[config.mk]
export PLATFORM = sky130hd
export DESIGN_NAME = gmii_rx_deframer
export DESIGN_NICKNAME = d
export VERILOG_FILES = /design/src/common/gmii_pkg.sv /design/src/rtl/gmii_rx_deframer.sv
export SDC_FILE = /design/constraint.sdc
export NUM_CORES = 1
export LEC_CHECK = 0
export BUFFER_PORTS_ARGS = -buffer_cell sky130_fd_sc_hd__buf_2
export CAP_MARGIN = 25
export CORE_UTILIZATION = 35
export DETAILED_ROUTE_END_ITERATION = 10
export PLACE_DENSITY = 0.64
export SLEW_MARGIN = 20
export SYNTH_ARGS = -nofsm -noshare
export SYNTH_HDL_FRONTEND = slang
export SYNTH_SLANG_ARGS = --single-unit
[constraint.sdc]
create_clock -name clk -period 2.3 [get_ports clk]
set_input_delay 0.46 -clock clk [delete_from_list [all_inputs] [get_ports clk]]
set_output_delay 0.46 -clock clk [all_outputs]
set_load 0.01 [all_outputs]
[src/common/gmii_pkg.sv]
// GMII line definitions
`default_nettype none

package gmii_pkg;

    // Line bytes ahead of the frame data
    localparam logic [7:0] GMII_PREAMBLE = 8'h55;
    localparam logic [7:0] GMII_SFD      = 8'hD5;

    // Preamble bytes sent before the SFD
    localparam int PREAMBLE_LEN = 7;

    // Receive deframer states
    typedef enum logic [1:0] {
        RX_IDLE,
        RX_PREAMBLE,
        RX_DATA,
        RX_DISCARD
    } rx_state_e;

    // Transmit framer states
    typedef enum logic [2:0] {
        TX_IDLE,
        TX_PREAMBLE,
        TX_SFD,
        TX_DATA,
        TX_GAP
    } tx_state_e;

endpackage

`default_nettype wire

[src/rtl/gmii_rx_deframer.sv]
// GMII receive deframer
`timescale 1ns/100ps
`default_nettype none

module gmii_rx_deframer
    import gmii_pkg::*;
(
    input  wire logic       clk,
    input  wire logic       arst_n,
    input  wire logic [7:0] gmii_rxd,
    input  wire logic       gmii_rx_dv,
    input  wire logic       gmii_rx_er,
    output logic      [7:0] rx_data,
    output logic            rx_valid,
    output logic            rx_last,
    output logic            rx_bad
);

    rx_state_e state;

    logic [7:0] rxd_q;
    logic       dv_q;
    logic       er_q;
    logic [7:0] hold_data;
    logic       hold_valid;
    logic       err_flag;

    // Input register and byte pipeline
    always_ff @(posedge clk) begin
        rxd_q <= gmii_rxd;
        if (state == RX_DATA && dv_q) begin
            hold_data <= rxd_q;
        end
        rx_data <= hold_data;
    end

    always_ff @(posedge clk or negedge arst_n) begin
        if (!arst_n) begin
            state      <= RX_IDLE;
            dv_q       <= 1'b0;
            er_q       <= 1'b0;
            hold_valid <= 1'b0;
            err_flag   <= 1'b0;
            rx_valid   <= 1'b0;
            rx_last    <= 1'b0;
            rx_bad     <= 1'b0;
        end else begin
            dv_q <= gmii_rx_dv;
            er_q <= gmii_rx_er;

            // Held byte is last when no further byte followed it
            rx_valid <= hold_valid;
            rx_last  <= hold_valid && !dv_q;
            rx_bad   <= err_flag;

            hold_valid <= 1'b0;
            case (state)
                RX_IDLE: begin
                    if (dv_q) begin
                        err_flag <= er_q;
                        if (rxd_q == GMII_SFD) begin
                            state <= RX_DATA;
                        end else if (rxd_q == GMII_PREAMBLE) begin
                            state <= RX_PREAMBLE;
                        end else begin
                            state <= RX_DISCARD;
                        end
                    end
                end
                RX_PREAMBLE: begin
                    if (!dv_q) begin
                        // Carrier lost before the SFD
                        state <= RX_IDLE;
                    end else begin
                        err_flag <= err_flag | er_q;
                        if (rxd_q == GMII_SFD) begin
                            state <= RX_DATA;
                        end else if (rxd_q != GMII_PREAMBLE) begin
                            state <= RX_DISCARD;
                        end
                    end
                end
                RX_DATA: begin
                    if (!dv_q) begin
                        state <= RX_IDLE;
                    end else begin
                        hold_valid <= 1'b1;
                        err_flag   <= err_flag | er_q;
                    end
                end
                default: begin
                    // Wait out a burst with a broken preamble
                    if (!dv_q) begin
                        state <= RX_IDLE;
                    end
                end
            endcase
        end
    end

endmodule

`default_nettype wire

# Yosys cells after proc, flatten, opt, wreduce, memory -nomap -nowiden

Cells that the tools add are included.

Bitwise logic cells: 1
Add/subtract/negate cells: 0
Reductions and logical operators: 8
Shift operators: 0
Equal/unequal tests: 9
$mul: 0
Muxes and demuxes: 13
Divide/modulo/power cells: 0
$lt $le $gt $ge: 0

Operators with widths:

| cell                 | count |
|---|---|
| $mux W2              | 7 |
| $eq A8 B7 Y1 const B | 1 |
| $eq A8 B8 Y1 const B | 1 |
| $ne A8 B7 Y1 const B | 1 |
| $reduce_and A3 Y1    | 2 |
| $mux W1              | 4 |
| $ne A4 B4 Y1 const B | 1 |
| $pmux W2 S2          | 1 |
| $ne A3 B1 Y1 const B | 1 |
| $eq A2 B1 Y1 const B | 1 |
| $eq A2 B2 Y1 const B | 1 |
| $logic_and A1 B1 Y1  | 2 |
| $logic_not A2 Y1     | 1 |
| $ne A2 B1 Y1 const B | 1 |
| $ne A2 B2 Y1 const B | 1 |
| $pmux W1 S2          | 1 |
| $reduce_bool A2 Y1   | 1 |
| $reduce_or A2 Y1     | 1 |
| $logic_not A1 Y1     | 1 |
| $or A1 B1 Y1         | 1 |

Output and inout port bits: 11
Bits in read-only memories: 0
Memories kept: 0
Bits in writable memories: 0
Register bits after elaboration: 33
Bits of input ports: 12
Bits in latches: 0

# Depth between registers and ports, before layout

Word-level depth: 5
Depth in mapped cells: 5

# Worst setup path before layout

Ideal clock, no wire load.

Path kind: register to register
Start: register state[0]
End: register hold_data[0] (enable)
Cell stages (with the launch flop): 4
Path slack: 1081 ps
Data arrival time: 884 ps
Period minus slack after synthesis: 1219 ps
Path through: dfrtp_1 inv_1 ha_1 and2_1

Longest elaborated chain between the ends: 2

RTL lines:

| what                   | line                   | text |
|---|---|---|
| start, declared        | gmii_rx_deframer.sv:19 | `rx_state_e state;` |
| start signal, assigned | gmii_rx_deframer.sv:39 | `state <= RX_IDLE;` |
| start signal, assigned | gmii_rx_deframer.sv:62 | `state <= RX_DATA;` |
| start signal, assigned | gmii_rx_deframer.sv:64 | `state <= RX_PREAMBLE;` |
| $eq A2 B2 Y1           | gmii_rx_deframer.sv:31 | `if (state == RX_DATA && dv_q) begin` |
| $logic_and A1 B1 Y1    | gmii_rx_deframer.sv:31 |  |
| end signal, assigned   | gmii_rx_deframer.sv:32 | `hold_data <= rxd_q;` |
| end, declared          | gmii_rx_deframer.sv:24 | `logic [7:0] hold_data;` |

No other way between the ends.
A chain may end at the register's enable or synchronous reset.

# Worst setup path after layout

Start: register state[0]
End: register state[0]

Longest elaborated chain between the ends: 3

RTL lines:

| what                                             | line                   | text |
|---|---|---|
| $eq A2 B1 Y1 or $logic_not A2 Y1 (tied branches) | gmii_rx_deframer.sv:57 | `case (state)` |
| $ne A4 B4 Y1 (no line) (tied with other cells)   | --                     |  |
| $reduce_and A3 Y1 (no line)                      | --                     |  |

Several ways; a longest one is shown, not always the timed one.

==> impl_metrics.csv <==
group,metric,value,unit
status,status,"completed",
routing,drt_wl_total,1290,um
synth,postSynthAreaPerCell,16.5,um2
routing,first_pass_iters,3,
pwr,finalPower,1.41,mW
timing,slew_violations,0,
routing,drc_errors,0,
finish,multi_input_area,155,um2
worst_setup_path,cp.arrival,1570,ps
routing,wl_per_cell,10.9,um
clocking,clkTransAtPathRegs,100,ps
clocking,postCtsHoldBufs,1,
synth,yosysTopAreaCellShare,0.334,
timing,fin_setup_tns,0,ps
synth,ys_seq_area_frac,0.819,
clocking,cts_root_buffer,"clkbuf_4",
placement,io_buffers,22,
pwr,power_density,1180,mW/mm2
floorplanning,die_area,0.00296,mm2
global_routing,grt_antenna_before_repair,0,
synth,ys_seq_elements,33,
placement,pre_cts_slack,970,ps
clocking,ctsHtreeMaxLevel,2,
synth,ys_types,20,
timing,fin_crit_sh,0.588,
floorplanning,fp-row-count,18,
finish,layout_commonest_cell,"buf_2",
worst_setup_path,critPathKind,"reg2reg",
synth,synth_warnings,0,
finish,postLayoutCellArea,0.00120,mm2
finish,num-fill-cells,234,
synth,syn_nets,73,
finish,mostFrequentLayoutCells,"22 x buf_2, 16 x dfxtp_1, 9 x dfrtp_1",
finish,sequential_cell_area,786,um2
pwr,leakage,0.538,nW
timing,slew_headroom,0.761,
routing,drt-vias-per-instance,4.47,
synth,synth_top_area_cell,"dfxtp_1",
synth,synthCells,58,
floorplanning,die_h,54.4,um
flow_run,maxCapViolCount,0,
timing,worstMarginPinSlew,358,ps
timing,setup_ws,949,ps
routing,vias,532,
global_routing,track_usage,0.113,
worst_setup_path,cp-end-kind,"flop",
finish,diodes,0,
global_routing,grt_max_degree,11,
timing,fin_crit,1350,ps
finish,final_core_utilization,0.472,
timing,setup_viol,0,
worst_setup_path,crit_path_start_kind,"flop",
clocking,cts_setup_buffers,0,
timing,fin_skew,5.18,ps
clocking,cts_tree,"built",
clocking,ctsResizeCount,0,
routing,drt_iter0_drc,12,
clocking,cts_buffers,5,
global_routing,grt_pass1_wl,2100,um
routing,ant_nets,0,
global_routing,grt_overflow_total,0,
timing,fmax,0.740,GHz
synth,syn_area,960,um2
pwr,vdd_ir_drop_max,0.586,mV
timing,hold_viol,0,
placement,dpl_cell_area,0.00111,mm2
global_routing,grt_pass1_vias,498,
floorplanning,initial_core_util,0.377,
floorplanning,io_pins,23,
worst_setup_path,worstPathRequired,2520,ps
placement,globalplace.congestion,0.652,
finish,layout.nets,103,
floorplanning,core,0.00254,mm2
clocking,clk_latency,310,ps
clocking,clockBufferDepth,2,
floorplanning,die_w,54.4,um
worst_hold_path,hp-class,"in2reg",
timing,rsz0062_at_grt,"false",
synth,ys_top_cells_by_area,"dfxtp_1 33%, edfxtp_1 25%, dfrtp_1 23%",
finish,area_delta_synth_final,25.3,%
clocking,clock-sinks,33,
worst_setup_path,critPathMaxFanout,7,
finish,drive_gt1_frac,0.348,
path summary, 6_finish.rpt:
kind	start	end	slack [ps]	cells past startpoint
max in group asynchronous	arst_n	rx_valid$_DFF_PN0_	1610	2
worst min register to register	hold_data[2]$_DFFE_PP_	rx_data[2]$_DFF_P_	350	0
worst min-delay path	gmii_rxd[7]	rxd_q[7]$_DFF_P_	240	1
worst max register to register	state[0]$_DFFE_PN0P_	state[0]$_DFFE_PN0P_	950	5
min in group asynchronous	arst_n	er_q$_DFF_PN0_	510	2
worst max-delay path	state[0]$_DFFE_PN0P_	state[0]$_DFFE_PN0P_	950	5
where the power goes:
| part | switching [mW] | internal [mW] |
|---|---|---|
| combinational | 0.131 | 0.100 |
| sequential | 0.0488 | 0.700 |
| clock | 0.173 | 0.260 |
layer usage:
| layer | wire length, um | up-vias | global-route usage |
|---|---|---|---|
| met3 | 78 | 2 | 0.0528 |
| met2 | 648 | 15 | 0.163 |
| met4 | 27 | 0 | 0.115 |
| met5 | 0 | - | 0 |
| li1 | - | 262 | - |
| met1 | 537 | 253 | 0.116 |
critical path, cell delays in order, from the launching register on:
cell	delay (ps)
dfrtp_1	420
inv_1	80
ha_1	280
o211ai_2	160
o21ai_1	80
a211oi_1	230
state kept, by name (all words and copies together), names as in the netlist:
register and flops:
dv_q 1, er_q 1, err_flag 1, hold_data 8, hold_valid 1, rx_bad 1
rx_data 8, rx_last 1, rx_valid 1, rxd_q 8, state 2
cells in the mapped netlist:
| cell type | count |
|---|---|
| o21ai_1 | 1 |
| and2_1 | 1 |
| o211ai_2 | 1 |
| edfxtp_1 | 8 |
| o31ai_1 | 1 |
| o22ai_1 | 1 |
| nor3_1 | 1 |
| nand2_1 | 1 |
| nor2b_1 | 1 |
| ha_1 | 3 |
| nand4b_1 | 1 |
| nor4b_2 | 1 |
| o21ai_0 | 1 |
| a211oi_1 | 1 |
| inv_1 | 5 |
| a21o_1 | 1 |
| a21oi_1 | 3 |
| dfxtp_1 | 16 |
| dfrtp_1 | 9 |
| a31oi_1 | 1 |
per-stage QoR:
stage	instances	hold WS (ps)
3_5_place_dp	110	322
4_1_cts	119	214
6_report	119	240
5_1_grt	119	209
3_3_place_gp	110	317
2_1_floorplan	58	164
kinds of logic after synthesis:
kind of cell    share of synthesized area
fa+ha+maj                          0.0391
simple gates                       0.0469
flops                               0.819
compound gates                     0.0756
buf+inv                            0.0196
final cells by class:
cell class / count / share of cell area
flip-flops and latches: 33 / 0.653
multi-input cells: 20 / 0.129
clock inverters: 1 / 0.0250
inverters: 5 / 0.0156
clock buffers: 7 / 0.0458
well taps: 30 / 0.0312
repair buffers: 23 / 0.0999
No activity file was read; power rests on OpenSTA's default activity.
