**src/common/gmii_pkg.sv**
```systemverilog
// GMII line definitions
`default_nettype none

package gmii_pkg;

    // Line bytes ahead of the frame data
    localparam logic [7:0] GMII_PREAMBLE = 8'h55;
    localparam logic [7:0] GMII_SFD      = 8'hD5;

    // Preamble bytes sent before the SFD
    localparam int PREAMBLE_LEN = 7;

    // Receive deframer states
    typedef enum logic [1:0] {
        RX_IDLE,
        RX_PREAMBLE,
        RX_DATA,
        RX_DISCARD
    } rx_state_e;

    // Transmit framer states
    typedef enum logic [2:0] {
        TX_IDLE,
        TX_PREAMBLE,
        TX_SFD,
        TX_DATA,
        TX_GAP
    } tx_state_e;

endpackage

`default_nettype wire

```
**src/rtl/gmii_tx_framer.sv**
```systemverilog
// GMII transmit framer
`timescale 1ns/100ps
`default_nettype none

module gmii_tx_framer
    import gmii_pkg::*;
#(
    parameter int TX_IFG = 12
) (
    input  wire logic       clk,
    input  wire logic       arst_n,
    input  wire logic       frame_avail,
    input  wire logic [7:0] out_data,
    input  wire logic       out_valid,
    input  wire logic       out_last,
    output logic            frame_req,
    output logic      [7:0] gmii_txd,
    output logic            gmii_tx_en
);

    // Counter covers both the preamble and the gap
    localparam int CNT_MAX = (TX_IFG > PREAMBLE_LEN) ? TX_IFG : PREAMBLE_LEN;
    localparam int CW      = $clog2(CNT_MAX + 1);

    tx_state_e state;

    logic [CW-1:0] cnt;

    // Ask the FIFO for data while the SFD is on the line
    assign frame_req = (state == TX_SFD);

    always_comb begin
        case (state)
            TX_PREAMBLE: begin
                gmii_txd   = GMII_PREAMBLE;
                gmii_tx_en = 1'b1;
            end
            TX_SFD: begin
                gmii_txd   = GMII_SFD;
                gmii_tx_en = 1'b1;
            end
            TX_DATA: begin
                gmii_txd   = out_data;
                gmii_tx_en = out_valid;
            end
            default: begin
                gmii_txd   = 8'h00;
                gmii_tx_en = 1'b0;
            end
        endcase
    end

    always_ff @(posedge clk or negedge arst_n) begin
        if (!arst_n) begin
            state <= TX_IDLE;
            cnt   <= '0;
        end else begin
            case (state)
                TX_IDLE: begin
                    if (frame_avail) begin
                        state <= TX_PREAMBLE;
                        cnt   <= '0;
                    end
                end
                TX_PREAMBLE: begin
                    cnt <= cnt + 1'b1;
                    if (cnt == CW'(PREAMBLE_LEN - 1)) begin
                        state <= TX_SFD;
                    end
                end
                TX_SFD: begin
                    state <= TX_DATA;
                end
                TX_DATA: begin
                    if (out_valid && out_last) begin
                        state <= TX_GAP;
                        cnt   <= '0;
                    end
                end
                default: begin
                    // TX_IFG idle cycles of inter-frame gap
                    cnt <= cnt + 1'b1;
                    if (cnt == CW'(TX_IFG - 1)) begin
                        state <= TX_IDLE;
                    end
                end
            endcase
        end
    end

endmodule

`default_nettype wire

```
**config.mk**
```make
export PLATFORM = sky130hd
export DESIGN_NAME = gmii_tx_framer
export DESIGN_NICKNAME = d
export VERILOG_FILES = /design/src/common/gmii_pkg.sv /design/src/rtl/gmii_tx_framer.sv
export SDC_FILE = /design/constraint.sdc
export NUM_CORES = 1
export LEC_CHECK = 0
export BUFFER_PORTS_ARGS = -buffer_cell sky130_fd_sc_hd__buf_2
export CORE_AREA = 4 4 41 43
export DETAILED_ROUTE_END_ITERATION = 8
export DIE_AREA = 0 0 45 47
export GPL_TIMING_DRIVEN = 0
export PLACE_DENSITY = 0.75
export REMOVE_ABC_BUFFERS = 1
export SYNTH_ARGS = -nofsm -noshare
export SYNTH_HDL_FRONTEND = slang
export SYNTH_SLANG_ARGS = --single-unit
```
**constraint.sdc**
```tcl
create_clock -name clk -period 3.04 [get_ports clk]
set_input_delay 0.608 -clock clk [delete_from_list [all_inputs] [get_ports clk]]
set_output_delay 0.608 -clock clk [all_outputs]
set_load 0.03 [all_outputs]
```
======== Word level (Yosys, flattened, before mapping) ========
Cells that the tools add are included.
storage, ports and cells
  register bits after elaboration ......... 7
  latch bits .............................. 0
  memory bits (writable) .................. 0
  bits in read-only memories .............. 0
  bits of input ports ..................... 13
  output and inout bits ................... 10
  logic and storage cells ................. 28
  memories ................................ 0
cells by class
  add/sub/neg operators ................... 1
  multipliers ............................. 0
  divide/modulo/power cells ............... 0
  magnitude comparators ................... 0
  eq/ne operators ......................... 8
  shift-type cells ........................ 0
  mux-type cells .......................... 10
  bitwise gates (word level) .............. 1
  reductions and logical operators ........ 6
operator list
  operator                                                         count
  8-bit one-hot mux with 3 select lines                            1
  3-bit 2-to-1 mux                                                 4
  3-bit one-hot mux with 4 select lines                            1
  4-bit one-hot mux with 3 select lines                            1
  4-bit 2-to-1 mux                                                 2
  3-bit by 2-bit == test with 1-bit output, second input constant  2
  2-bit inequality test, second input constant                     3
  5-bit nonzero test                                               1
  4-bit by 1-bit adder with 4-bit output, second input constant    1
  4-bit by 3-bit == test with 1-bit output, second input constant  1
  4-bit == test, second input constant                             1
  4-bit AND reduction                                              1
  3-bit by 1-bit == test with 1-bit output, second input constant  1
  3-bit zero test                                                  1
  3-bit AND reduction                                              1
  1-bit one-hot mux with 2 select lines                            1
  2-bit OR reduction                                               1
  1-bit logical AND                                                1
  1-bit inverter                                                   1

======== Depth between registers and ports, before layout ========
Gate-level depths: netlist of the first run.
  depth in word-level cells ............... 3
  gate-level depth with buffers ........... 5

======== Worst setup path before layout of the first run ========
OpenSTA, ideal clock, no wires.
  path type ............................... register to output
  start point ............................. register state[2]
  end point ............................... output port gmii_tx_en
  arrival time ............................ 1.083 ns
  path slack .............................. 1.349 ns
  stages on the path, launching flop included .. 4
  path buffers ............................ 1
  path through ............................ dfrtp_1 buf_6 nor2_1 o21a_1
on the way
  cells in the longest elaborated chain, start to end .. 3
RTL lines
  what                                                                                                         line                  source
  start: declaration                                                                                           gmii_tx_framer.sv:25  tx_state_e state;
  start signal: assignment                                                                                     gmii_tx_framer.sv:55  state <= TX_IDLE;
  start signal: assignment                                                                                     gmii_tx_framer.sv:61  state <= TX_PREAMBLE;
  start signal: assignment                                                                                     gmii_tx_framer.sv:68  state <= TX_SFD;
  3-bit by 2-bit == test with 1-bit output / 3-bit by 1-bit == test with 1-bit output (equally long branches)  gmii_tx_framer.sv:33  case (state)
  2-bit OR reduction (no line)                                                                                 n/a
  1-bit one-hot mux with 2 select lines (*)                                                                    gmii_tx_framer.sv:33
  end: declaration                                                                                             gmii_tx_framer.sv:18  output logic gmii_tx_en
Every way passes the cells marked *; elsewhere a longest branch is shown, timed or not.

======== Worst setup path in the final report of the first run ========
  start point ............................. register state[0]
  end point ............................... output port gmii_txd[0]
on the way
  cells in the longest elaborated chain, start to end .. 2
RTL lines
  what                                                                                                         line                  source
  3-bit by 2-bit == test with 1-bit output / 3-bit by 1-bit == test with 1-bit output (equally long branches)  gmii_tx_framer.sv:33
  8-bit one-hot mux with 3 select lines (*)                                                                    gmii_tx_framer.sv:33
  end: declaration                                                                                             gmii_tx_framer.sv:17  output logic [7:0] gmii_txd,
Marked as above.

==> flow_summary_export.csv, run 1 <==
group,metric,value,unit
grt,grt_pass1_vias,437,
grt,grt_usage,12.33,%
grt,grt_overflow,0,
floorplan,row_count,13,
grt,antenna_found_initial,0,
timing,worst_pin_slew,0.4248,ns
pwr,p_leak,0.3427,nW
clock_tree,cts_resized,0,
routing,vias_per_cell,4.928,
run_status,status,"finished clean",
finish,final_nets,98,
timing,setup_viol,0,
run,max_cap_viol_count,0,
place,place_congestion,0.7998,
clock_tree,cts_hold_buf,0,
hold_path,min_path_type,"in2async",
critical_path,crit_type,"reg2out",
synth,yosys_register_bits,7,
timing,clock.fmax,477.2,MHz
place,dpl_cell_area,653.1,sq um
routing,ant_nets,0,
critical_path,end_kind,"output pin",
synth,synth_ff_type,"dfrtp_1",
synth,synthCells,59,
clock_tree,clockBufferDepth,2,
synth,async_flop_share,100.0,%
finish,syn_to_final_growth,22.57,%
timing,min_period_over_period,68.93,%
timing,final-hold-violation-count,0,
critical_path,rrSetupSlack,1.84,ns
floorplan,dieArea,0.002115,sq mm
place,placement.setup.worst_slack,1.214,ns
synth,syn_avg_cell_area,9.395,sq um
grt,grt_pass1_wl,1890,um
synth,synth_seq_area_share,31.60,%
critical_path,startpoint,"state[0]",
routing,drt_iter0_markers,2,
place,dp.cells,93,
finish,drive_above_1_share,37.80,%
routing,first_pass_iters,3,
place,dp.final_hpwl,996,um
clock_tree,post-cts-setup-buffer-count,0,
finish,stdcell_count,97,
floorplan,core_area,0.001301,sq mm
routing,num_vias,478,
clock_tree,clk_pin_slew_worst_paths,0.05,ns
critical_path,cp_data_required_time,2.43,ns
clock_tree,clk_latency,0.25,ns
critical_path,r2r-end,"cnt[1]",
finish,antenna_cells,0,
timing,slew_headroom,71.68,%
timing,min_period,2.096,ns
routing,drt-wirelength-per-cell,12.32,um
routing,drt-total-wl,1195,um
synth,synth_area,554.3,sq um
synth,synth_enable_flop_cells,0,
synth,synth_cell_types,30,
timing,rsz0062_at_grt,"false",
clock_tree,cts_buffers,3,
grt,grt_max_degree,12,
floorplan,fp.dieH,47,um
timing,finalClockSkew,0.005148,ns
pwr,irDropWorstVdd,0.5114,mV
place,io_buffer_count,22,
timing,timing.setup.tns,0,ns
pwr,pwr_density_cell,1182,mW/mm^2
clock_tree,cts_root_buffer,"clkbuf_4",
floorplan,ioPinCount,23,
critical_path,rr_startpoint,"state[2]",
finish,stdcell_area,679.4,sq um
timing,worst_slack,0.9444,ns
finish,final_common_cell,"buf_2",
floorplan,die_x,45,um
critical_path,critPathArrivalTime,1.49,ns
clock_tree,clock_sinks,7,
clock_tree,h-tree-depth,1,
timing,holdWs,0.1781,ns
finish,final_cell_mix,"buf_2 (22), dfrtp_1 (7), o21a_1 (6)",
timing,drv_slew,0,
routing,drcViolationCount,0,
synth,synth_warnings,0,
critical_path,reg2reg_depth,3,
critical_path,crit_fanout,10,
clock_tree,cts_tree,"built",
floorplan,start_util,42.60,%
critical_path,crit_end,"gmii_txd[0]",
critical_path,start_kind,"register",
[flip-flops by register name, summed over array words and instances (netlist names)]
signal / flops
cnt: 4
state: 3
[worst max-delay path, stage by stage, from the launching register on]
cell and delay [ns]:
dfrtp_1 0.53, nor2_1 0.09, nor2_1 0.24, o21a_1 0.17
buf_2 0.19
[layout make-up]
type	instances	area (sq um)
clock buffer	4	26.28
sequential	7	175.2
tap	15	18.77
inverter	5	18.77
timing repair buffer	22	110.1
fill	133	621.8
multi-input combinational	44	330.3
[power by group]
group / internal, mW / leakage, nW / switching [mW]
Clock: 0.0501 / 0.0150 / 0.0338
Sequential: 0.138 / 0.0875 / 0.0811
Combinational: 0.204 / 0.240 / 0.296
[metrics by stage]
step	util (%)	power, mW
3_3_place_gp	50.19	0.7077
3_5_place_dp	50.19	0.7237
2_1_floorplan	-	0.5989
4_1_cts	52.21	0.8098
6_report	52.21	0.8032
5_1_grt	52.21	0.8697
[kinds of logic (layout without fill, tap and decap cells)]
family | after synthesis | after routing | synth area share (%)
adders and majority gates | 2 | 2 | 4.514
xor gates and xnor gates | 1 | 1 | 1.580
DFF | 7 | 7 | 31.60
AOI/OAI and AO/OA | 17 | 17 | 26.19
and+or+nand+nor | 24 | 24 | 27.31
buffers and inverters | 8 | 31 | 8.804
[cell usage after synthesis, types with 2 or more instances]
library cell  number  share of area [%]
o22ai_2            2                4.5
nand2_1            3                2.0
ha_1               2                4.5
inv_1              5                3.4
nand3_1            4                3.6
nor2b_1            2                2.3
o21ai_1            2                1.8
and3_1             3                3.4
dfrtp_1            7                 32
nor2_1             3                2.0
buf_6              2                4.1
o21a_1             6                8.1
[layer usage]
metal  vias up  GRT usage, %  share of wire (%)
met5         -             0                  0
met3         2         5.747                3.5
met4         0         1.754               0.50
li1        256             -                  -
met2         6         19.49                 53
met1       214         15.78                 43
[worst min path at each step]
stage / from / end / slack (ns) / cells after the start
6_report: arst_n / cnt[3] / 0.18 / 1
5_1_grt: arst_n / state[0] / 0.18 / 1
4_1_cts: arst_n / state[0] / 0.18 / 1
3_5_place_dp: arst_n / state[2] / 0.45 / 1
3_3_place_gp: arst_n / state[2] / 0.45 / 1
2_1_floorplan: arst_n / cnt[0] / 0.31 / 0
(Power assumes the default switching activity.)
==> inputs of run 2 (changes only) <==
Settings changed: CORE_AREA 4 4 41 43 to default, CORE_MARGIN from default to 4, CORE_UTILIZATION from default to 41, DIE_AREA 0 0 45 47 to default, PLACE_DENSITY 0.75 to 0.77.
Clock period 3.04 ns to 1.9 ns, I/O delays scaled along.
==> run 2 against run 1 <==
  * Register-to-register slack worse by 1.2 ns
  * Critical endpoint unchanged
  * Flip-flop and latch count stayed put
  * Cell area rose by 1.8%
  * Routed wire length grew 4.1%
  * Power up 63%
  * Cell count unchanged
  * First-iteration DRC count rose to 3.0 times the previous value
  * Sequential power is 61% higher
==> flow_summary_export.csv, run 2 (same netlist as run 1, synthesis figures left out) <==
group,metric,value,unit
run_status,status,"finished clean",
run,max_cap_viol_count,0,
routing,ant_nets,0,
floorplan,dieArea,0.002004,sq mm
grt,grt_max_degree,12,
pwr,p_leak,0.3499,nW
timing,rsz0062_at_grt,"false",
pwr,switchingPower,0.6766,mW
finish,final_common_cell,"buf_2",
floorplan,core_area,0.001186,sq mm
clock_tree,cts_root_buffer,"clkbuf_4",
floorplan,row_count,12,
routing,vias_per_cell,5.144,
timing,clock.fmax,549.8,MHz
critical_path,crit_fanout,11,
routing,drt_iter0_markers,6,
place,io_buffer_count,22,
pwr,power_frac_seq,27.0,%
grt,grt_pass1_wl,2076,um
grt,antenna_found_initial,0,
critical_path,critPathArrivalTime,1.44,ns
finish,final_nets,99,
timing,final-hold-violation-count,0,
floorplan,ioPinCount,23,
clock_tree,clk_latency,0.26,ns
clock_tree,cts_tree,"built",
timing,slew_headroom,69.14,%
place,dp.cells,92,
hold_path,min_path_type,"in2reg",
grt,grt_overflow,0,
finish,reg.largest.list,"cnt (4), state (3)",
routing,drt-total-wl,1244,um
finish,stdcell_count,97,
routing,drcViolationCount,0,
routing,num_vias,499,
timing,min_period_over_period,95.74,%
pwr,irDropWorstVdd,0.8857,mV
finish,largest_register_ffs,4,
clock_tree,h-tree-depth,1,
pwr,pwr_density_cell,1887,mW/mm^2
pwr,pwr-share-clk,11.0,%
place,place_congestion,0.6951,
critical_path,start_kind,"register",
routing,first_pass_iters,4,
floorplan,start_util,46.73,%
pwr,p_comb_share,62.0,%
timing,finalClockSkew,0.001647,ns
finish,antenna_cells,0,
timing,setup_viol,0,
routing,drt-wirelength-per-cell,12.82,um
clock_tree,post-cts-setup-buffer-count,0,
pwr,p_sw_share,51.82,%
place,dp.final_hpwl,998.8,um
clock_tree,clock_sinks,7,
finish,final_cell_mix,"buf_2 (22), dfrtp_1 (7), o21a_1 (6)",
finish,registers.top_by_ff_count,"cnt",
timing,drv_slew,0,
critical_path,cp_data_required_time,1.52,ns
grt,grt_pass1_vias,471,
timing,holdWs,0.4098,ns
critical_path,crit_type,"reg2out",
clock_tree,cts_buffers,3,
critical_path,reg2reg_depth,3,
critical_path,end_kind,"output pin",
hold_path,hold_depth,3,
grt,grt_usage,14.10,%
timing,worst_pin_slew,0.4630,ns
timing,timing.setup.tns,0,ns
floorplan,die_x,44.77,um
timing,min_period,1.819,ns
floorplan,fp.dieH,44.77,um
finish,drive_above_1_share,39.76,%
finish,syn_to_final_growth,24.83,%
clock_tree,clk_pin_slew_worst_paths,0.06,ns
finish,nFillCells,102,
clock_tree,clockBufferDepth,2,
pwr,p_int,0.6290,mW
run 2: cell types whose count changed in the layout (fill, tap and decap cells not counted):
cell,previous run,this run
dlygate4sd3_1,0,1
clkbuf_1,1,0
nor2_1,3,2
clkinv_2,0,1
nor2_2,0,1
run 2: per-stage QoR:
stage          power [mW]  setup WS, ns  util (%)  instance area [sq um]
3_3_place_gp        1.135        0.3222     54.96                  651.9
2_1_floorplan      0.9582        0.4460         -                  524.3
4_1_cts             1.315       0.08088     58.33                  691.9
5_1_grt             1.414       0.01340     58.33                  691.9
3_5_place_dp        1.161        0.2866     54.96                  651.9
6_report            1.306       0.08103     58.33                  691.9
run 2: critical path: stages (launching register included):
cell and delay, ns:
dfrtp_1 0.54, nor2_2 0.28, o21a_1 0.16, buf_2 0.20
run 2: final cells by class:
type | instances | area [sq um] | area share (%)
multi-input cells | 44 | 332.8 | 48.10
flip-flops and latches | 7 | 175.2 | 25.32
repair buffers | 23 | 120.1 | 17.36
clock buffers | 3 | 22.52 | 3.255
inverters | 5 | 18.77 | 2.712
well taps | 14 | 17.52 | 2.532
clock inverters | 1 | 5.005 | 0.7233
run 2: repair_timing:
item	CTS	global route
hold buffers	1	0
gates resized for setup	1	0
endpoints found under the hold margin	7	0
endpoints found under the setup margin	1	0
run 2: power by group through the flow:
stage	Clock, mW	Combinational, mW	Sequential, mW
after detailed placement	0	0.809	0.352
after CTS	0.145	0.818	0.351
after floorplan	0	0.636	0.323
after global placement	0	0.783	0.352
final	0.143	0.810	0.353
after global routing	0.156	0.888	0.371
run 2: path summary, 6_finish.rpt:
kind | start | slack (ns) | end
min in group asynchronous | arst_n | 0.48 | cnt[3]
max | state[2] | 0.08 | gmii_txd[0]
max reg2reg | state[2] | 0.67 | cnt[1]
min | frame_avail | 0.41 | state[0]
min reg2reg | cnt[0] | 0.53 | cnt[0]
max in group asynchronous | arst_n | 1.27 | state[1]
run 2: layer usage:
| layer | track usage, % | routed length [um] | vias to the layer above |
|---|---|---|---|
| li1 | - | - | 256 |
| met2 | 24.07 | 626 | 16 |
| met4 | 7.018 | 14 | 0 |
| met1 | 15.97 | 517 | 225 |
| met5 | 0 | 0 | - |
| met3 | 3.984 | 85 | 2 |
